`config.mk`:
```
export PLATFORM = sky130hd
export DESIGN_NAME = bus_decoder
export DESIGN_NICKNAME = d
export VERILOG_FILES = /design/src/logic/soc_pkg.sv /design/src/logic/bus_decoder.sv
export VERILOG_INCLUDE_DIRS = /design/src /design/src/logic
export SDC_FILE = /design/constraint.sdc
export NUM_CORES = 1
export LEC_CHECK = 0
export ABC_AREA = 1
export ABC_CLOCK_PERIOD_IN_PS = 1020
export BUFFER_PORTS_ARGS = -buffer_cell sky130_fd_sc_hd__clkbuf_2
export CORE_AREA = 2 2 92 94
export DETAILED_ROUTE_END_ITERATION = 8
export DIE_AREA = 0 0 94 96
export PLACE_DENSITY_LB_ADDON = 0.08
export SLEW_MARGIN = 20
export SYNTH_ARGS = -nofsm -noshare
export SYNTH_HDL_FRONTEND = slang
export SYNTH_SLANG_ARGS = --single-unit
```
`constraint.sdc`:
```
create_clock -name clk -period 1.02 [get_ports clk]
set_clock_uncertainty 0.1 [all_clocks]
set_input_delay 0 -clock clk [delete_from_list [all_inputs] [get_ports clk]]
set_output_delay 0 -clock clk [all_outputs]
set_load 0.05 [all_outputs]
```
`src/logic/soc_params.svh`:
```
`ifndef SOC_PARAMS_SVH
`define SOC_PARAMS_SVH

// Target base addresses
`define SOC_RAM_BASE      32'h0000_0000
`define SOC_TIMER_BASE    32'h0200_0000
`define SOC_GPIO_BASE     32'h2000_0000

// Low address bits inside one target region
`define SOC_REGION_BITS   16

`define SOC_RAM_WORDS     256
`define SOC_GPIO_PINS     24

// Timer register offsets
`define SOC_TMR_MTIME_LO  4'h0
`define SOC_TMR_MTIME_HI  4'h4
`define SOC_TMR_CMP_LO    4'h8
`define SOC_TMR_CMP_HI    4'hC

// GPIO register offsets
`define SOC_GPIO_OUT      4'h0
`define SOC_GPIO_OE       4'h4
`define SOC_GPIO_IN       4'h8

`endif

```
`src/logic/soc_pkg.sv`:
```
`include "soc_params.svh"

package soc_pkg;

    typedef logic [31:0] addr_t;
    typedef logic [31:0] data_t;
    typedef logic [3:0]  strb_t;

    typedef logic [`SOC_GPIO_PINS-1:0] gpio_t;

    // One-cycle request strobe from a master
    typedef struct packed {
        logic  valid;
        logic  write;
        addr_t addr;
        data_t data;
        strb_t strb;
    } bus_req_t;

    typedef struct packed {
        logic  valid;
        data_t data;
    } bus_rsp_t;

    typedef enum logic {
        CORE,
        DBG
    } master_e;

    typedef enum logic [1:0] {
        RAM,
        TIMER,
        GPIO,
        NONE
    } target_e;

endpackage

```
`src/logic/bus_decoder.sv`:
```
`timescale 1ns/1ps
`include "soc_params.svh"

module bus_decoder (
    input  logic              clk,
    input  logic              rst_i,
    input  soc_pkg::bus_req_t grant_req_i,
    input  soc_pkg::master_e  grant_mst_i,
    output logic              ram_sel_o,
    output logic              tmr_sel_o,
    output logic              gpio_sel_o,
    input  soc_pkg::data_t    ram_rdata_i,
    input  soc_pkg::data_t    tmr_rdata_i,
    input  soc_pkg::data_t    gpio_rdata_i,
    output soc_pkg::bus_rsp_t core_rsp_o,
    output soc_pkg::bus_rsp_t dbg_rsp_o
);

    localparam soc_pkg::addr_t RAM_BASE  = `SOC_RAM_BASE;
    localparam soc_pkg::addr_t TMR_BASE  = `SOC_TIMER_BASE;
    localparam soc_pkg::addr_t GPIO_BASE = `SOC_GPIO_BASE;

    soc_pkg::target_e tgt;
    soc_pkg::target_e tgt_q;
    soc_pkg::master_e mst_q;
    logic             rsp_vld_q;
    soc_pkg::data_t   rsp_data;

    // Region match on the upper address bits
    always_comb begin
        if (grant_req_i.addr[31:`SOC_REGION_BITS] == RAM_BASE[31:`SOC_REGION_BITS]) begin
            tgt = soc_pkg::RAM;
        end else if (grant_req_i.addr[31:`SOC_REGION_BITS] == TMR_BASE[31:`SOC_REGION_BITS]) begin
            tgt = soc_pkg::TIMER;
        end else if (grant_req_i.addr[31:`SOC_REGION_BITS] == GPIO_BASE[31:`SOC_REGION_BITS]) begin
            tgt = soc_pkg::GPIO;
        end else begin
            tgt = soc_pkg::NONE;
        end
    end

    assign ram_sel_o  = grant_req_i.valid && (tgt == soc_pkg::RAM);
    assign tmr_sel_o  = grant_req_i.valid && (tgt == soc_pkg::TIMER);
    assign gpio_sel_o = grant_req_i.valid && (tgt == soc_pkg::GPIO);

    always_ff @(posedge clk) begin
        if (rst_i) begin
            rsp_vld_q <= 1'b0;
        end else begin
            rsp_vld_q <= grant_req_i.valid;
        end
    end

    always_ff @(posedge clk) begin
        tgt_q <= tgt;
        mst_q <= grant_mst_i;
    end

    // ====================
    // Response routing
    // ====================
    always_comb begin
        case (tgt_q)
            soc_pkg::RAM:   rsp_data = ram_rdata_i;
            soc_pkg::TIMER: rsp_data = tmr_rdata_i;
            soc_pkg::GPIO:  rsp_data = gpio_rdata_i;
            default:        rsp_data = '0;
        endcase
    end

    assign core_rsp_o.valid = rsp_vld_q && (mst_q == soc_pkg::CORE);
    assign core_rsp_o.data  = rsp_data;
    assign dbg_rsp_o.valid  = rsp_vld_q && (mst_q == soc_pkg::DBG);
    assign dbg_rsp_o.data   = rsp_data;

endmodule

```
Yosys cells after proc, flatten, opt, wreduce, memory -nomap -nowiden

Cells that the tools add are included.

Flip-flop bits (word level): 4
Bits of input ports: 169
Output and inout port bits: 69
Word-level logic and storage cells: 22

Eq/ne operators: 6
Mux-type cells: 4
Bitwise operators: 1
Reductions and logical operators: 8

Operators with widths:

| cell                                                  | number |
|---|---|
| case mux 32 bit (3 select lines)                      | 1 |
| equality test 16 x 10 -> 1 bit, second input constant | 1 |
| equality test 16 x 14 -> 1 bit, second input constant | 1 |
| logical NOT 16 bit                                    | 1 |
| logical AND 1 bit                                     | 5 |
| equality test 2 x 1 -> 1 bit, second input constant   | 2 |
| equality test 2 bit, second input constant            | 2 |
| logical NOT 2 bit                                     | 2 |
| two-way mux 2 bit                                     | 2 |
| two-way mux 1 bit                                     | 1 |
| inverter 1 bit                                        | 1 |

Logic depth before layout (Yosys ltp)

Depth after elaboration: 6
Gate-level depth with buffers: 6
Mapped depth without buffers: 5

Least setup slack after synthesis

Ideal clock, no wire load.

Kind: flip-flop to output port
Start point: register tgt_q[0]
End point: output port dbg_rsp_o[0] (netlist name)
Data arrival time: 1.482 ns
Data required time: 0.920 ns
Slack: -0.562 ns
Stages on the path, launching flop included: 7
Path through: dfxtp_1 inv_2 nor2_4 buf_4 nand2_1 nand3_1 buf_4

RTL lines:

| element                | RTL line          | RTL |
|---|---|---|
| start, declared        | bus_decoder.sv:24 | `soc_pkg::target_e tgt_q;` |
| start signal, assigned | bus_decoder.sv:55 | `tgt_q <= tgt;` |
| end, declared          | bus_decoder.sv:16 | `output soc_pkg::bus_rsp_t dbg_rsp_o` |

==> flow_metrics.tcl <==
set metrics [dict create \
    status "finished, violations left" \
    violations "setup timing" \
    area_growth_pct 224 \
    ys_ff_latch 4 \
    core_area_mm2 0.00805 \
    swShare_pct 24.3 \
    end_kind "primary output" \
    wl_per_cell_um 11.7 \
    num_io_pins 238 \
    port-buffer-count 184 \
    pre_cts_ws_ns -0.264 \
    switching_power_uw 198 \
    p_int_uw 616 \
    ys.warnings.count 0 \
    drc_errors 0 \
    clock_sinks 4 \
    via_count 1945 \
    totalPowerFinal_uw 815 \
    ys_types 12 \
    ir_drop_mv 0.272 \
    synth_nets 383 \
    globalRouteOverflowTotal 0 \
    drt-pass1-iter-count 4 \
    cts_root_buf "clkbuf_8" \
    grt_max_degree 24 \
    arrival_ns 1.37 \
    cp.required_ns 0.92 \
    start_util_pct 13.4 \
    drt-initial-drc-count 22 \
    fin_crit_sh_pct 144 \
    combPwrFrac_pct 37.6 \
    die_width_um 94 \
    die_area_mm2 0.00902 \
    drive_gt1_share_pct 72.2 \
    period_minus_slack_ns 1.47 \
    syn_area_mm2 0.00108 \
    nets 555 \
    sequentialPowerShare_pct 19.5 \
    tightest_slew_ns 0.150 \
    grtUsageTotal_pct 10.8 \
    grt_pass1_wl_um 8030 \
    ant_nets 0 \
    first_global_vias 1795 \
    rsz0062_at_grt "yes" \
    place_hpwl_um 4460 \
    avgSynthCellArea_um2 5.03 \
    fin_ws_ns -0.451 \
    hold_path.class "primary input to register" \
    relSlewSlack_pct 90.0 \
    clk_pin_slew_worst_paths_ns 0.03 \
    slew_viol_final 0 \
    core.rowCount 33 \
    netlist_instances 214 \
    worstHoldStart "grant_req_i[65]" \
    n_antenna_cell 0 \
    setup_viol 64 \
    path_max_fanout 6 \
    wirelength_um 5760 \
    vias_per_cell 3.97 \
    leakage_uw 0.00192 \
    antenna_found_initial 0 \
    finalWeightedCongestion 0.685 \
    synth-seq-area-share_pct 7.43 \
    pwr-share-clk_pct 42.9 \
    cts_made_buffers 3 \
    htreeDepth 1 \
    die_h_um 96 \
    crit_start "tgt_q[1]" \
    drv_cap 0 \
    powerDensity_mw_per_mm2 234 \
    cts_tree "yes" \
    clk_path_buf_depth 2 \
    fmax_mhz 680 \
    finalHoldViolCount 0 \
    start_kind "register" \
    path_class "register to primary output" \
]
==> final cells by class <==
| class | instances | area [um^2] |
|---|---|---|
| clock buffers | 4 | 45.0 |
| fillers | 823 | 4560 |
| inverters | 8 | 32.5 |
| multi-input cells | 161 | 1230 |
| flip-flops and latches | 4 | 87.6 |
| well taps | 105 | 131 |
| repair buffers | 208 | 1960 |
==> worst paths after layout <==
check,slack [ns],to,cells after the start
worst max-delay path,-0.45,core_rsp_o[0],8
worst min-delay path,0.04,tgt_q[1],4
==> power groups by stage <==
stage	clock [uW]	sequential, uW	combinational [uW]
4_1_cts	362	159	286
2_1_floorplan	0	161	35.6
5_1_grt	375	159	340
3_5_place_dp	0	161	267
3_3_place_gp	0	161	268
6_report	350	159	306
==> metrics by stage <==
stage               setup TNS, ns  instance area (um^2)  utilization, %  instances  hold slack [ns]
finish                     -27.21                  3490            43.3        490           0.0362
floorplan                   -6.27                  1780               -        214          -0.0723
CTS                        -25.97                  3200            39.7        484           0.0394
global route               -31.07                  3490            43.3        490           0.0451
global placement           -15.00                  2630            32.6        476          0.00821
detailed placement         -15.55                  2630            32.6        476          0.00751
==> cells in the mapped netlist, drive strengths merged <==
master / count / area share [%]
nand2: 106 / 37
buf: 41 / 27
nor2: 19 / 8.2
or2: 2 / 1.2
inv: 8 / 2.8
nand3: 33 / 15
dfxtp: 4 / 7.4
nand3b: 1 / 0.70
==> cell usage in the layout (no fill, tap or decap) <==
master	count
clkbuf_1	1
clkbuf_8	7
nand3_1	1
clkbuf_2	115
nor2_4	5
dfxtp_4	2
buf_6	5
nand3b_1	1
nand2_4	14
nand2_1	84
nor2_1	8
inv_2	1
inv_4	1
clkbuf_16	2
or2_2	1
dfxtp_1	2
clkbuf_4	2
dlygate4sd3_1	4
nand2_2	8
nand3_4	32
buf_8	49
inv_1	6
buf_4	9
buf_12	18
nor2_2	6
or2_4	1
==> kinds of logic after synthesis <==
| group | synth area share [%] |
|---|---|
| simple gates | 62.4 |
| flops | 7.43 |
| buf+inv | 30.2 |
==> sequential cells by signal, summed over array words and instances (netlist names) <==
signal and flops:
tgt_q 2, mst_q 1, rsp_vld_q 1
==> layer usage <==
| metal | track usage [%] | share of wire (%) |
|---|---|---|
| met5 | 0 | 0 |
| met2 | 20.8 | 53 |
| met1 | 12.2 | 37 |
| met3 | 2.98 | 9.9 |
| met4 | 1.45 | 0 |
==> worst max-delay path: stages (launching register included) <==
cell and delay (ns):
dfxtp_4 0.38, inv_4 0.04, nor2_4 0.11, buf_12 0.14, buf_12 0.13, nand2_4 0.05, nand3_4 0.07, buf_6 0.10
buf_12 0.12
==> repair_timing <==
item                       CTS  global route
resized for setup          113            93
setup buffers                0             2
hold endpoints to repair     3             0
gates cloned                 0             4
setup endpoints to repair   68            68
pin swaps                    2            21
hold buffers                 4             0
(Power assumes the default switching activity.)
