File: src/logic/soc_params.svh
`ifndef SOC_PARAMS_SVH
`define SOC_PARAMS_SVH

// Target base addresses
`define SOC_RAM_BASE      32'h0000_0000
`define SOC_TIMER_BASE    32'h0200_0000
`define SOC_GPIO_BASE     32'h2000_0000

// Low address bits inside one target region
`define SOC_REGION_BITS   16

`define SOC_RAM_WORDS     256
`define SOC_GPIO_PINS     24

// Timer register offsets
`define SOC_TMR_MTIME_LO  4'h0
`define SOC_TMR_MTIME_HI  4'h4
`define SOC_TMR_CMP_LO    4'h8
`define SOC_TMR_CMP_HI    4'hC

// GPIO register offsets
`define SOC_GPIO_OUT      4'h0
`define SOC_GPIO_OE       4'h4
`define SOC_GPIO_IN       4'h8

`endif

File: src/logic/soc_pkg.sv
`include "soc_params.svh"

package soc_pkg;

    typedef logic [31:0] addr_t;
    typedef logic [31:0] data_t;
    typedef logic [3:0]  strb_t;

    typedef logic [`SOC_GPIO_PINS-1:0] gpio_t;

    // One-cycle request strobe from a master
    typedef struct packed {
        logic  valid;
        logic  write;
        addr_t addr;
        data_t data;
        strb_t strb;
    } bus_req_t;

    typedef struct packed {
        logic  valid;
        data_t data;
    } bus_rsp_t;

    typedef enum logic {
        CORE,
        DBG
    } master_e;

    typedef enum logic [1:0] {
        RAM,
        TIMER,
        GPIO,
        NONE
    } target_e;

endpackage

File: src/logic/gpio_regs.sv
`timescale 1ns/1ps
`include "soc_params.svh"

module gpio_regs (
    input  logic              clk,
    input  logic              rst_i,
    input  logic              sel_i,
    input  soc_pkg::bus_req_t req_i,
    output soc_pkg::data_t    rdata_o,
    input  soc_pkg::gpio_t    gpio_i,
    output soc_pkg::gpio_t    gpio_o,
    output soc_pkg::gpio_t    gpio_en_o
);

    soc_pkg::gpio_t sync_q1;
    soc_pkg::gpio_t sync_q2;
    logic           wr_en;

    assign wr_en = sel_i && req_i.write;

    // Two-flop synchronizer on the pins
    always_ff @(posedge clk) begin
        sync_q1 <= gpio_i;
        sync_q2 <= sync_q1;
    end

    // ====================
    // Output and enable
    // ====================
    always_ff @(posedge clk) begin
        if (rst_i) begin
            gpio_o    <= '0;
            gpio_en_o <= '0;
        end else if (wr_en) begin
            if (req_i.addr[3:0] == `SOC_GPIO_OUT) begin
                gpio_o <= req_i.data[`SOC_GPIO_PINS-1:0];
            end
            if (req_i.addr[3:0] == `SOC_GPIO_OE) begin
                gpio_en_o <= req_i.data[`SOC_GPIO_PINS-1:0];
            end
        end
    end

    // Read back, zero-extended to a bus word
    always_ff @(posedge clk) begin
        if (sel_i) begin
            case (req_i.addr[3:0])
                `SOC_GPIO_OUT: rdata_o <= soc_pkg::data_t'(gpio_o);
                `SOC_GPIO_OE:  rdata_o <= soc_pkg::data_t'(gpio_en_o);
                `SOC_GPIO_IN:  rdata_o <= soc_pkg::data_t'(sync_q2);
                default:       rdata_o <= '0;
            endcase
        end
    end

endmodule

File: config.mk
export PLATFORM = sky130hd
export DESIGN_NAME = gpio_regs
export DESIGN_NICKNAME = d
export VERILOG_FILES = /design/src/logic/soc_pkg.sv /design/src/logic/gpio_regs.sv
export VERILOG_INCLUDE_DIRS = /design/src /design/src/logic
export SDC_FILE = /design/constraint.sdc
export NUM_CORES = 1
export LEC_CHECK = 0
export ABC_CLOCK_PERIOD_IN_PS = 2150
export BUFFER_PORTS_ARGS = -buffer_cell sky130_fd_sc_hd__buf_4
export CELL_PAD_IN_SITES_DETAIL_PLACEMENT = 0
export CELL_PAD_IN_SITES_GLOBAL_PLACEMENT = 1
export CORE_AREA = 2 2 111 113
export DETAILED_ROUTE_END_ITERATION = 7
export DIE_AREA = 0 0 113 115
export HOLD_SLACK_MARGIN = 0.03
export PLACE_DENSITY_LB_ADDON = 0.1
export SYNTH_ARGS = -nofsm -noshare
export SYNTH_HDL_FRONTEND = slang
export SYNTH_SLANG_ARGS = --single-unit
File: constraint.sdc
create_clock -name clk -period 2.15 [get_ports clk]
set_clock_uncertainty 0.2 [all_clocks]
set_input_delay 0.43 -clock clk [delete_from_list [all_inputs] [get_ports clk]]
set_output_delay 0.43 -clock clk [all_outputs]
set_load 0.05 [all_outputs]
Word-level counts from Yosys, hierarchy flattened
Index checks and enable logic that the tools add are counted.
{"block": "classes", "addsub": 0, "mul": 0, "n_div": 0, "order_cmp": 0, "eq_ne": 2, "shifts": 0, "muxes": 1, "bitwise": 0, "reduce_logical": 4}
{"cell": "24-bit case mux with 3 select lines", "count": 1}
{"cell": "4-bit by 3-bit == test with 1-bit output, second input constant", "count": 1}
{"cell": "4-bit == test, second input constant", "count": 1}
{"cell": "4-bit zero test", "count": 1}
{"cell": "2-bit AND reduction", "count": 2}
{"cell": "1-bit logical AND", "count": 1}
{"block": "totals", "register_bits": 128, "latch_bits": 0, "ramBits": 0, "rom_bits": 0, "in_bits": 97, "output_inout_bits": 80, "memories": 0}

Depth between registers and ports, before layout
{"block": "depth", "word_depth": 2, "ltp_mapped": 5, "ltp_nobuf": 3}

Worst setup path after synthesis
Ideal clock, no wire load.
{"block": "synth_path", "path_kind": "input-to-reg", "start": "input req_i[37] (netlist name)", "end": "register gpio_en_o[10]", "setup_ns": 0.120, "arrival_ns": 1.542, "required_ns": 1.830, "slack_ns": 0.288, "path_stages": 5, "path_buffers": 2, "path_cell_list": "or2_4 > or4_4 > buf_6 > buf_12 > mux2i_1"}
{"block": "synth_between", "elab_chain_cells": 2}
{"item": "start: declaration", "line": "gpio_regs.sv:8", "text": "input soc_pkg::bus_req_t req_i,"}
{"item": "4-bit by 3-bit == test with 1-bit output"}
{"item": "2-bit AND reduction (no line)"}
{"item": "end signal: assignment", "line": "gpio_regs.sv:39", "text": "gpio_en_o <= req_i.data[`SOC_GPIO_PINS-1:0];"}
{"item": "end: declaration", "line": "gpio_regs.sv:12", "text": "output soc_pkg::gpio_t gpio_en_o"}
No other way between the ends.
A chain may end at the register's enable or synchronous reset.

Worst setup path in the final report
{"block": "layout_path", "start": "register gpio_en_o[1]", "end": "output gpio_en_o[1]"}
No word-level cell between the ends.

==> summary.md <==
The number of buffers created by CTS was 17. The tools report the initial antenna violation count as 0. STA classifies the critical path endpoint as an output pin. STA classifies the critical path startpoint as a flop. The run gives 18 as the number of distinct library cells after synthesis.

Of the total power, the share spent switching nets is 22.1%. The share of the Yosys chip area taken by registers is 63.3%. The H-tree was split into 4 levels. The analysis attributes to cell leakage a power of 2.82 nW. In this run the worst path has a maximum fanout of 3.

Counting instances in the post-synthesis netlist gives the leading cell types as 96 x sky130_fd_sc_hd__dfxtp_1, 72 x sky130_fd_sc_hd__nand2b_1, 48 x sky130_fd_sc_hd__mux2i_1, 25 x sky130_fd_sc_hd__inv_1. The repair_antennas step left the layout with diodes totalling 0. sky130_fd_sc_hd__dfxtp_1 is the most common cell in the netlist.

The floorplan has 40 rows. The run finished, with violations left. In the synthesized netlist, the number of instances is 324. The die is 115 µm tall.

The count of flip-flops with a built-in enable after synthesis was 24; the clock tree buffer depth was 2. The tools report the arrival time of the worst setup path as 1.00 ns. The path class of the tightest hold or removal check is input pin to flop. For this design, the slowest cell found on the critical path is sky130_fd_sc_hd__dfxtp_1. Clock-pin slew was measured on the worst setup and hold paths at 0.05 ns. Setup violations remaining at the end of the flow were counted as 0. The total count of max-transition violations in the final report is 0, and the post-detailed-route via-to-cell ratio is 4.56. Traced cell by cell, the critical path runs through buf_4. For this design the total switching power over the nets is 0.00117 W. Setup repair after global routing left no endpoint under its margin. The area of the core is 11800 µm². The floorplan step defined a die boundary enclosing 13000 µm².

Per report_power, the sequential group accounts for 45.4% of the total. After filler insertion, the fill cell instance count of the layout stands at 1079. The number of global-route vias before repair is 2972, and the count of buffers inserted at the top-level ports is 127. TritonCTS built the clock tree.

The tools report the iteration count of the initial detailed-routing pass as 7. The tools report the worst vdd rail ir drop as 0.000492 V. Dividing total power by cell area gives a power density of 872 nW/µm². The run gives 120 as the sink count of the clock tree. At the later pin of the worst-skew pair, clock insertion delay measures 0.40 ns. The slew at the pin closest to its max-slew limit is 0.530 ns.

The path length in cells of the critical path works out to 1. The fraction of final layout cells sized beyond drive strength 1 was 33.3%. Entering global routing, the biggest net connects 73 pins. The average cell area after synthesis works out to 12.9 µm².

The global-route wire length before repair is 15600 µm. Relative to the synthesized area, the layout overhead comes to 45.1%. The share of synthesized area in the top cell type comes to 46.1%. The kind of cell with the highest combined delay along the critical path is flip-flops. The tools report the count of endpoints failing hold in the final timing report as 0.

The placed wire-length estimate after detailed placement is 6220 µm. Global routing finished with a remaining overflow of 0. The number of buffer and inverter stages on the critical path is 1.

Total of flip-flops plus latches after synthesis: 120. The clock share of power was 46.7%; the share of flip-flops with an asynchronous set or reset was 0%. The final critical path takes up 75.8% of the cycle.

In this run the post-CTS setup repair buffer count came out at 0. After detailed routing, the number of remaining DRC violations is 6. The worst path needs 1.63 ns of the cycle, external delays included. The run gives 0 as the warning count from the yosys run. Ranked by total cell area, the synthesized netlist is headed by sky130_fd_sc_hd__dfxtp_1 46%, sky130_fd_sc_hd__edfxtp_1 17%, sky130_fd_sc_hd__mux2i_1 12%. The highest cell delay on the worst timing path came out at 0.38 ns.

The worst reg2reg path depth was 2. The internal portion of the total power is 0.00411 W. The sum of negative setup slack is 0 ns, and the fraction of power consumed by combinational cells is 7.9%.

The count of vias placed by the detailed router was 2935. Based on the critical path, the design can be clocked at up to 0.614 GHz. For the max-slew headroom at the worst pin, the log shows 64.6%. The number of nets in the finished design was 580. Routability-driven placement finished with a final weighted congestion of 0.694. Die span in x: 113 µm. The top flip-flop cell by instance count after synthesis is sky130_fd_sc_hd__dfxtp_1. The biggest area contributor in the post-synthesis netlist is sky130_fd_sc_hd__dfxtp_1. Summed over all layers, the routed wires come to 10000 µm. After synthesis the cells add up to 4170 µm².

The first routing iteration left 194 violations. The detailed-route wire length per cell is 15.6 µm, and the post-layout total power is 0.00528 W. The logs give 35.3% for the starting density of the core and 177 for the count of boundary I/O pins. The count of nets left with antenna violations once routing finished came out at 0. The required time at the endpoint of the critical path is 1.52 ns. The worst hold path was traced through 3 stages.

In this run the clock root is driven by a sky130_fd_sc_hd__clkbuf_16. The category of the critical setup timing path was flop to output pin. In the global route stage, overall resource usage came out at 16.0%. The tool flagged a number of max-cap violations equal to 0. The final reports fail on DRC.
[power groups by stage]
stage               logic [W]  clock network [W]  registers, W
CTS                  0.000420            0.00254       0.00240
detailed placement   0.000386                  0       0.00244
finish               0.000415            0.00247       0.00240
global placement     0.000383                  0       0.00244
floorplan            0.000124                  0       0.00254
global route         0.000441            0.00264       0.00240
[flip-flops by register name, summed over array words and instances, names as in the netlist]
| name | flops |
|---|---|
| gpio_en_o | 24 |
| gpio_o | 24 |
| rdata_o | 24 |
| sync_q1 | 24 |
| sync_q2 | 24 |
[per-layer routing]
layer	routed length, µm	part of all wire, %	global-route usage (%)	vias up
li1	-	-	-	1428
met1	4200	42	18.8	1385
met2	4850	49	25.7	112
met3	858	8.6	7.43	10
met4	95	0.95	6.10	0
met5	0	0	0	-
[cells in the final DEF, fill, tap and decap left out]
| master | synthesis | final |
|---|---|---|
| sky130_fd_sc_hd__mux2i_1 | 48 | 48 |
| sky130_fd_sc_hd__inv_4 | 0 | 1 |
| sky130_fd_sc_hd__buf_4 | 10 | 132 |
| sky130_fd_sc_hd__nor4_4 | 1 | 1 |
| sky130_fd_sc_hd__dlygate4sd3_1 | 0 | 24 |
| sky130_fd_sc_hd__or2_4 | 1 | 1 |
| sky130_fd_sc_hd__nand2_1 | 1 | 1 |
| sky130_fd_sc_hd__clkinv_2 | 0 | 2 |
| sky130_fd_sc_hd__inv_1 | 25 | 25 |
| sky130_fd_sc_hd__clkbuf_8 | 0 | 3 |
| sky130_fd_sc_hd__nor4_2 | 0 | 1 |
| sky130_fd_sc_hd__nor4b_4 | 0 | 2 |
| sky130_fd_sc_hd__clkbuf_16 | 0 | 17 |
| sky130_fd_sc_hd__dfxtp_1 | 96 | 96 |
| sky130_fd_sc_hd__or4_4 | 1 | 1 |
| sky130_fd_sc_hd__a222oi_1 | 24 | 24 |
| sky130_fd_sc_hd__edfxtp_1 | 24 | 24 |
| sky130_fd_sc_hd__clkbuf_1 | 13 | 9 |
| sky130_fd_sc_hd__buf_12 | 2 | 4 |
| sky130_fd_sc_hd__conb_1 | 1 | 8 |
| sky130_fd_sc_hd__nand2b_1 | 72 | 72 |
[cell families after synthesis]
group	share of synthesized area (%)
buf+inv	6.57
mux	11.5
simple gates	12.7
flops	63.3
other cells	0.0899
compound gates	5.76
[timing repair]
| action | in CTS | in global routing |
|---|---|---|
| hold buffers | 24 | 0 |
| endpoints found under the hold margin | 24 | 0 |
| resized for setup | 0 | 0 |
[path summary, 6_finish.rpt]
| kind | end | from | slack, ns |
|---|---|---|---|
| worst min register to register | sync_q2[4] | sync_q1[4] | 0.12 |
| worst max register to register | rdata_o[1] | gpio_en_o[1] | 0.93 |
| worst max-delay path | gpio_en_o[1] | gpio_en_o[1] | 0.52 |
| worst min-delay path | gpio_en_o[13] | req_i[17] | 0.11 |
[metrics by stage]
step | cell area (µm²) | setup WS, ns | util (%) | hold slack, ns | std cells
final | 6050 | 0.521 | 51.3 | 0.114 | 643
after global routing | 6050 | 0.464 | 51.3 | 0.101 | 643
after CTS | 6050 | 0.491 | 51.3 | 0.0931 | 643
after detailed placement | 5300 | 0.125 | 44.9 | 0.112 | 587
after global placement | 5300 | 0.151 | 44.9 | 0.111 | 587
after floorplan | 4200 | 0.288 | - | 0.110 | 331
[cell type report]
cell class                      instances  area (µm²)  area share [%]
Clock buffer                           29         500            8.27
Clock inverter                          3        16.3           0.269
Inverter                               25        93.8            1.55
Multi-Input combinational cell        159        1310            21.6
Sequential cell                       120        2640            43.6
Tap cell                              147         184            3.04
Timing Repair Buffer                  160        1310            21.7
(Power assumes the default switching activity.)
