## config.mk

```make
export PLATFORM = sky130hd
export DESIGN_NAME = bus_arbiter
export DESIGN_NICKNAME = d
export VERILOG_FILES = /design/src/logic/soc_pkg.sv /design/src/logic/bus_arbiter.sv
export VERILOG_INCLUDE_DIRS = /design/src /design/src/logic
export SDC_FILE = /design/constraint.sdc
export NUM_CORES = 1
export LEC_CHECK = 0
export ABC_CLOCK_PERIOD_IN_PS = 10850
export BUFFER_PORTS_ARGS = -buffer_cell sky130_fd_sc_hd__buf_2
export CAP_MARGIN = 20
export CORE_MARGIN = 2
export CORE_UTILIZATION = 35
export DETAILED_ROUTE_END_ITERATION = 8
export GPL_TIMING_DRIVEN = 0
export SETUP_SLACK_MARGIN = 0.3
export SYNTH_ARGS = -nofsm -noshare
export SYNTH_HDL_FRONTEND = slang
export SYNTH_SLANG_ARGS = --single-unit
```

## constraint.sdc

```tcl
create_clock -name clk -period 10.85 [get_ports clk]
set_input_delay 3.255 -clock clk [delete_from_list [all_inputs] [get_ports clk]]
set_output_delay 3.255 -clock clk [all_outputs]
set_load 0.03 [all_outputs]
```

## src/logic/soc_params.svh

```systemverilog
`ifndef SOC_PARAMS_SVH
`define SOC_PARAMS_SVH

// Target base addresses
`define SOC_RAM_BASE      32'h0000_0000
`define SOC_TIMER_BASE    32'h0200_0000
`define SOC_GPIO_BASE     32'h2000_0000

// Low address bits inside one target region
`define SOC_REGION_BITS   16

`define SOC_RAM_WORDS     256
`define SOC_GPIO_PINS     24

// Timer register offsets
`define SOC_TMR_MTIME_LO  4'h0
`define SOC_TMR_MTIME_HI  4'h4
`define SOC_TMR_CMP_LO    4'h8
`define SOC_TMR_CMP_HI    4'hC

// GPIO register offsets
`define SOC_GPIO_OUT      4'h0
`define SOC_GPIO_OE       4'h4
`define SOC_GPIO_IN       4'h8

`endif

```

## src/logic/soc_pkg.sv

```systemverilog
`include "soc_params.svh"

package soc_pkg;

    typedef logic [31:0] addr_t;
    typedef logic [31:0] data_t;
    typedef logic [3:0]  strb_t;

    typedef logic [`SOC_GPIO_PINS-1:0] gpio_t;

    // One-cycle request strobe from a master
    typedef struct packed {
        logic  valid;
        logic  write;
        addr_t addr;
        data_t data;
        strb_t strb;
    } bus_req_t;

    typedef struct packed {
        logic  valid;
        data_t data;
    } bus_rsp_t;

    typedef enum logic {
        CORE,
        DBG
    } master_e;

    typedef enum logic [1:0] {
        RAM,
        TIMER,
        GPIO,
        NONE
    } target_e;

endpackage

```

## src/logic/bus_arbiter.sv

```systemverilog
`timescale 1ns/1ps

module bus_arbiter (
    input  logic              clk,
    input  logic              rst_i,
    input  soc_pkg::bus_req_t core_req_i,
    input  soc_pkg::bus_req_t dbg_req_i,
    output soc_pkg::bus_req_t grant_req_o,
    output soc_pkg::master_e  grant_mst_o
);

    // One-entry slot for the request that lost
    logic              hold_vld_q;
    soc_pkg::bus_req_t hold_req_q;
    soc_pkg::master_e  hold_mst_q;

    logic              load_en;
    soc_pkg::bus_req_t load_req;
    soc_pkg::master_e  load_mst;

    // ====================
    // Fixed priority: slot, then DBG, then CORE
    // ====================
    always_comb begin
        grant_req_o = '0;
        grant_mst_o = soc_pkg::CORE;
        load_en     = 1'b0;
        load_req    = core_req_i;
        load_mst    = soc_pkg::CORE;

        if (hold_vld_q) begin
            grant_req_o = hold_req_q;
            grant_mst_o = hold_mst_q;
            // A fresh strobe here waits in the slot behind the held one
            if (dbg_req_i.valid) begin
                load_en  = 1'b1;
                load_req = dbg_req_i;
                load_mst = soc_pkg::DBG;
            end else if (core_req_i.valid) begin
                load_en  = 1'b1;
            end
        end else if (dbg_req_i.valid) begin
            grant_req_o = dbg_req_i;
            grant_mst_o = soc_pkg::DBG;
            load_en     = core_req_i.valid;
        end else if (core_req_i.valid) begin
            grant_req_o = core_req_i;
            grant_mst_o = soc_pkg::CORE;
        end
    end

    always_ff @(posedge clk) begin
        if (rst_i) begin
            hold_vld_q <= 1'b0;
        end else begin
            hold_vld_q <= load_en;
        end
    end

    always_ff @(posedge clk) begin
        if (load_en) begin
            hold_req_q <= load_req;
            hold_mst_q <= load_mst;
        end
    end

endmodule

```

* After elaboration in Yosys (flattened, before gate mapping)
Cells that the tools add are included.
Storage, ports and cells: bits in registers 72, input port bits 142, output and inout bits 71, word-level logic and storage cells 18
Cells by class: mux-type cells 11
Operators with widths (count):
- 70-bit 2-to-1 mux | 5
- 1-bit 2-to-1 mux | 6

* Longest topological paths before layout
Gate-level depths: netlist of the first run.
depth in word-level cells 3, gate-level depth with buffers 5, gate-level depth less buffers 2

* Least setup slack after synthesis of the first run
Ideal clock, no wire load.
kind input-to-output, start point in core_req_i[69] (netlist bit), end point out grant_req_o[64] (netlist bit), data arrival time 4282 ps, required time 7595 ps, setup slack 3313 ps, cell stages on the path 4, buffers on the path 2, path through buf_2 clkbuf_1 nand3b_1 a21oi_1
RTL lines:
- start, declared | RTL line bus_arbiter.sv:6 | input soc_pkg::bus_req_t core_req_i,
- end, declared | RTL line bus_arbiter.sv:8 | output soc_pkg::bus_req_t grant_req_o,

==> metrics.txt, run 1 <==
CTS resizes=0; top cell type's share of synthesized area=0.409; die width=126 um; Design Power=918 uW; Die Y=126 um; CP delay by family, top=buffers and inverters; Hold Vio Cnt, Final=0; Synth cell types=17; Sink Count=72; gr ovfl total=0; share of cells above drive strength 1=0.464; initial core utilization=0.359; wire per inst=16.9 um; die area=15900 sq um; vias in the first global route=4523; share of synthesized flip-flops with an asynchronous set or reset=0; area of the multi-input gates=2730 sq um; CP Launch Type=input port; total CTS buffers=9; MaxCap Viol Count=0; unrepaired setup endpoints after global routing=false; I/O Pins=213; CP Buf/Inv Count=4; mapped cell area=about 5200 sq um; Vias/cell=~5; pwr/cell area=133 nW/um^2; Slew Limit Headroom=0.502; Leak=between 2 and 3 nW; Total Nets Final=840; sequential share of power=0.362; Clock power frac=0.367; cells after synthesis=474; setup repair bufs after CTS=0; DP Wirelength=10.9 mm; critical path's largest stage delay=a little over 0.3 ns; Worst EP required=7.60 ns; # port buffers=211; drt pass-1 iters=6; global-route wire length before repair=between 20 and 25 mm; dominant cell type by area after synthesis=edfxtp_1; htree depth=3; top post-synthesis cells by count=a21oi_1, edfxtp_1, nand3b_1, nor2b_1, mux2_4; synth top area cells=edfxtp_1, mux2_4, a21oi_1; worst min path class=flop to flop; CP most frequent cell=buf_2; Syn-to-layout area delta=32.2%; count leader, synth=a21oi_1; Hold-fix buffers, CTS=0; Syn Nets=approximately 600; row count=between 40 and 50; Fillers=1399; Ant. Diodes=0; clk_skew=0.00793 ns; Final Core Density=0.474; Reg clk slew, reported paths=0.05 ns; drt total wl=between 15 and 20 mm; core region area=~15000 sq um; logic gate share of total power=0.271; outcome=complete, no violations; TritonCTS clock tree=built; Worst Hold Margin=between 1 and 1.5 ns; largest net degree at the start of global routing=31; clock latency on the worst-skew pair=0.33 ns; Post-synth EDFFs=around 70; Int Power=about 650 uW; initial antenna violation count=0; Net Sw Frac=0.289; critical setup path kind=input port to output port; Register Area=2150 sq um; NetSw=265 uW; Slew Limit Fails=0; crit path cell chain=buf_2 -> buf_2 -> buf_2 -> a21oi_1 -> a21oi_1 -> buf_2; worst slew pin tran=0.746 ns; Main synth FF type=edfxtp_1; maximum VDD drop=0.0641 mV; CTS max path bufs=2; Max Clk Rate=approximately 130 MHz; Final Cycle Share=0.725; clock root buffer=clkbuf_16; Syn Area/Cell=11.0 sq um; TNS Setup=0 ns; Tmin final=7.86 ns; WP data arrival=4.61 ns; synthesis-stage register bit count=72; Routed Antenna Nets=0; Post-route DRC=0; synth warn=0; routability cong.=0.800; CP endpoint kind=output port; number of DRC markers in iteration 0=230; post-synthesis sequential area ratio=0.412; CP max FO=10; total global routing track utilization=0.181; via count=4517; count of final setup violators=0; Slowest cell on crit path=buf_2
==> per-layer routing <==
metal  wire length [um]  GRT usage
met1               6700      0.233
met4                164     0.0556
met2               7210      0.299
met5                  0          0
met3                938     0.0463
==> area by class of cell <==
class	instances	area share
multi-input combinational	354	0.396
sequential	72	0.312
timing repair buffer	213	0.160
buffer	47	0.0486
tap	184	0.0334
clock buffer	10	0.0332
clock inverter	6	0.0156
inverter	1	0.000544
==> registers in the layout (all words and copies together) (netlist names) <==
name        flops
hold_vld_q      1
hold_req_q     70
hold_mst_q      1
==> power by group through the flow <==
stage               clock network [mW]  registers [mW]  logic, mW
floorplan                            0           0.339      0.161
global placement                     0           0.341      0.242
detailed placement                   0           0.338      0.249
CTS                              0.344           0.333      0.250
global route                     0.356           0.334      0.266
finish                           0.337           0.332      0.249
==> worst register-to-register path: stages, from the launching register on <==
cell and delay [ns]:
dfxtp_1 0.32, buf_6 0.13, clkbuf_1 0.35, a21oi_1 0.15, nor2_4 0.61, buf_16 0.25
buf_12 0.22
==> layout by cell type, fill, tap and decap left out <==
| master | n |
|---|---|
| nor3_1 | 2 |
| inv_1 | 1 |
| clkbuf_1 | 21 |
| clkinv_4 | 1 |
| clkbuf_16 | 9 |
| buf_6 | 1 |
| buf_12 | 9 |
| a21oi_1 | 140 |
| clkinv_2 | 1 |
| bufinv_16 | 3 |
| nand3b_1 | 69 |
| clkinv_1 | 1 |
| mux2_4 | 68 |
| edfxtp_1 | 71 |
| and2_4 | 1 |
| mux2_2 | 2 |
| buf_2 | 228 |
| dfxtp_1 | 1 |
| buf_1 | 1 |
| nor2b_1 | 69 |
| or2_2 | 1 |
| nor2_1 | 1 |
| buf_16 | 1 |
| nor2_4 | 1 |
==> kinds of logic after synthesis <==
| kind of cell | after synthesis | share of synthesized area |
|---|---|---|
| compound gates | 140 | 0.134 |
| mux | 70 | 0.200 |
| buf+inv | 48 | 0.0650 |
| flops | 72 | 0.412 |
| simple gates | 144 | 0.188 |
==> stage by stage <==
stage	area, sq um	instances	worst slack [ns]
after floorplan	5220	474	3.31
after global placement	6500	869	1.91
after detailed placement	6560	871	2.97
after CTS	6900	887	2.97
after global routing	6900	887	2.89
final	6900	887	2.99
==> final timing paths <==
kind / from / endpoint / slack (ns) / cells past startpoint
worst max-delay path: dbg_req_i[69] / grant_req_o[18] / 2.99 / 6
worst min-delay path: hold_vld_q / hold_mst_q / 1.04 / 4
worst max register to register: hold_vld_q / hold_req_q[23] / 8.51 / 6
worst min register to register: hold_vld_q / hold_mst_q / 1.04 / 4
Power figures use the tool's default switching activity.
==> run 2: changes to the inputs <==
--- a/config.mk
+++ b/config.mk
@@ -6,7 +6,8 @@
 export SDC_FILE = /design/constraint.sdc
 export NUM_CORES = 1
 export LEC_CHECK = 0
-export ABC_CLOCK_PERIOD_IN_PS = 10850
+export ABC_AREA = 1
+export ABC_CLOCK_PERIOD_IN_PS = 7200
 export BUFFER_PORTS_ARGS = -buffer_cell sky130_fd_sc_hd__buf_2
 export CAP_MARGIN = 20
 export CORE_MARGIN = 2
==> constraint.sdc (replaced) <==
create_clock -name clk -period 7.2 [get_ports clk]
set_input_delay 2.16 -clock clk [delete_from_list [all_inputs] [get_ports clk]]
set_output_delay 2.16 -clock clk [all_outputs]
set_load 0.03 [all_outputs]
==> run 2 against run 1 <==
Against the previous run: sequential share of layout area increased by 1.8 points; synthesized area decreased by 5.3%; die area down 5.1%; critical path depth is 2 higher; synthesized cell count is 61% higher; sequential cell count is the same; register-to-register slack worse by 3.6 ns; count of clock-buffer cells in the layout increased by 5; clock skew down 0.0040 ns; non-clock buffer count up 3; critical path type unchanged; via count increased by 22%; worst setup slack got worse by 1.5 ns.
==> metrics.txt, run 2 <==
Crit Reg-Reg Endpoint=hold_req_q[10] (was hold_req_q[23]); Max Clk Rate=175 MHz; unrepaired setup endpoints after global routing=false (unchanged); count leader, synth=nand2_1 (was a21oi_1); die width=123 um (was 126 um); core region area=13800 sq um (was 14500 sq um); Final WS setup=1.50 ns (was 2.99 ns); pwr/cell area=193 nW/um^2 (was 133 nW/um^2); CTS max path bufs=2 (unchanged); vias in the first global route=4905 (was 4523); Worst Hold Margin=0.897 ns (was 1.04 ns); clock root buffer=clkbuf_16 (unchanged); worst min path class=flop to flop (unchanged); Post-route DRC=0 (unchanged); MaxCap Viol Count=0 (unchanged); htree depth=3 (unchanged); global-route wire length before repair=24.8 mm (was 23.1 mm); area of the multi-input gates=2300 sq um (was 2730 sq um); final instance area=6520 sq um (was 6900 sq um); CP endpoint kind=output port (unchanged); synth top area cells=edfxtp_1, nand2_1, nand3_1 (was edfxtp_1, mux2_4, a21oi_1); dominant cell type by area after synthesis=edfxtp_1 (unchanged); clk_skew=0.00388 ns (was 0.00793 ns); Main synth FF type=edfxtp_1 (unchanged); r2r setup slk=4.90 ns (was 8.51 ns); wire per inst=14.1 um (was 16.9 um); logic gate share of total power=0.269 (was 0.271); setup repair bufs after CTS=0 (unchanged); Reg clk slew, reported paths=0.06 ns (was 0.05 ns); maximum VDD drop=0.0765 mV (was 0.0641 mV); critical setup path kind=input port to output port (unchanged); Syn Nets=904 (was 616); CP Launch Type=input port (unchanged); Total Nets Final=1126 (was 840); Design Power=1.26 mW (was 918 uW); initial antenna violation count=2 (was 0); Int Power=854 uW (was 653 uW); launch point of the worst path=core_req_i[69] (was dbg_req_i[69]); R2R depth=7 (was 6); count of final setup violators=0 (unchanged); outcome=complete, no violations (unchanged); met1 global-route usage=0.283 (was 0.233); NetSw=405 uW (was 265 uW); Leak=3.70 nW (was 2.85 nW); Net Sw Frac=0.321 (was 0.289); most frequent cells in the layout=nand2_1, buf_2, nand3_1 (was buf_2, a21oi_1, edfxtp_1); TritonCTS clock tree=built (unchanged); Clock power frac=0.332 (was 0.367); share of synthesized flip-flops with an asynchronous set or reset=0 (unchanged); largest net degree at the start of global routing=40 (was 31); Slew Limit Fails=0 (unchanged); row count=43 (was 44); synthesis-stage register bit count=72 (unchanged); cells after synthesis=762 (was 474); DP Area=6240 sq um (was 6560 sq um); synth warn=0 (unchanged); sequential share of power=0.399 (was 0.362); clock latency on the worst-skew pair=0.34 ns (was 0.33 ns); Final Cycle Share=0.792; CTS resizes=0 (unchanged); Slew Limit Headroom=0.637 (was 0.502); top post-synthesis cells by count=nand2_1, nand3_1, edfxtp_1, inv_1, clkbuf_1 (was a21oi_1, edfxtp_1, nand3b_1, nor2b_1, mux2_4); Syn-to-layout area delta=31.9% (was 32.2%); initial core utilization=0.357 (was 0.359); total global routing track utilization=0.214 (was 0.181); critical path endpoint=grant_req_o[54] (was grant_req_o[18]); routability cong.=0.824 (was 0.800); Die Y=123 um (was 126 um); via count=5517 (was 4517); WP data arrival=3.54 ns (was 4.61 ns); Vias/cell=4.71 (was 5.09); I/O Pins=213 (unchanged); gr ovfl total=0 (unchanged); Worst EP required=5.04 ns (was 7.60 ns); number of DRC markers in iteration 0=360 (was 230); Routed Antenna Nets=0 (unchanged); Sink Count=72 (unchanged); post-synthesis sequential area ratio=0.436 (was 0.412); drt total wl=16.5 mm (was 15.0 mm); max reg flops=70 (unchanged); die area=15100 sq um (was 15900 sq um); TNS Setup=0 ns (unchanged); Top reg by flops=hold_req_q (unchanged); met3 Use GR=0.0446 (was 0.0463); mapped cell area=4940 sq um (was 5220 sq um); # port buffers=210 (was 211); Placed Instances=1153 (was 871); drt pass-1 iters=5 (was 6); Tmin final=5.70 ns; Final Non-Filler Cells=1171 (was 887); Post-synth EDFFs=71 (unchanged); top cell type's share of synthesized area=0.432 (was 0.409); pre-CTS setup slack=1.49 ns (was 2.97 ns); worst slew pin tran=0.545 ns (was 0.746 ns); gr busiest metal=met2 (unchanged); Synth cell types=14 (was 17); CP max FO=10 (unchanged); Regs by FF count=hold_req_q (70), hold_mst_q (1), hold_vld_q (1) (unchanged); Fillers=1476 (was 1399); Hold Vio Cnt, Final=0 (unchanged); met2 usage=0.345 (was 0.299); Syn Area/Cell=6.48 sq um (was 11.0 sq um); Register Area=2150 sq um (unchanged); share of cells above drive strength 1=0.250 (was 0.464); Final Core Density=0.471 (was 0.474); most common cell after layout, fill and taps aside=nand2_1 (was buf_2); DP Wirelength=11.8 mm (was 10.9 mm); min-delay src=hold_vld_q (unchanged); Hold-fix buffers, CTS=0 (unchanged); total CTS buffers=9 (unchanged); r2r startpoint=hold_vld_q (unchanged)
-- run 2: power groups by stage --
stage / combinational [mW] / clock, mW / sequential (mW)
after CTS: 0.342 / 0.430 / 0.502
after global placement: 0.337 / 0 / 0.512
after global routing: 0.371 / 0.446 / 0.505
after floorplan: 0.210 / 0 / 0.511
final: 0.339 / 0.418 / 0.502
after detailed placement: 0.340 / 0 / 0.511
-- run 2: layout make-up --
class,instances,area share
diodes,2,0.000768
plain buffers,52,0.0342
clock buffers,15,0.0411
clock inverters,1,0.000768
inverters,72,0.0419
multi-input cells,566,0.352
flip-flops and latches,72,0.330
well taps,180,0.0346
repair buffers,211,0.164
-- run 2: cell families after synthesis --
| logic type | share of synthesized area |
|---|---|
| AOI/OAI and AO/OA | 0.00101 |
| DFF | 0.436 |
| and+or+nand+nor | 0.464 |
| buffers and inverters | 0.0998 |
-- run 2: worst min path at each step --
stage	slack, ns	cells after the start	endpoint
3_5_place_dp	0.90	5	hold_vld_q
6_report	0.90	5	hold_vld_q
4_1_cts	0.91	5	hold_vld_q
2_1_floorplan	0.75	5	hold_vld_q
5_1_grt	0.98	5	hold_vld_q
3_3_place_gp	0.83	5	hold_vld_q
-- run 2: critical path: stages --
cell and delay (ns):
clkbuf_1 0.31, buf_2 0.31, buf_2 0.27, nand2_1 0.08
inv_1 0.05, nand2_1 0.04, nand3_1 0.10, buf_2 0.21
-- run 2: layer usage --
metal | wire length, um | part of all wire | vias to the layer above
met5 | 0 | 0 | -
met1 | 7450 | 0.45 | 2472
met3 | 1250 | 0.076 | 21
met2 | 7520 | 0.45 | 194
li1 | - | - | 2830
met4 | 317 | 0.019 | 0
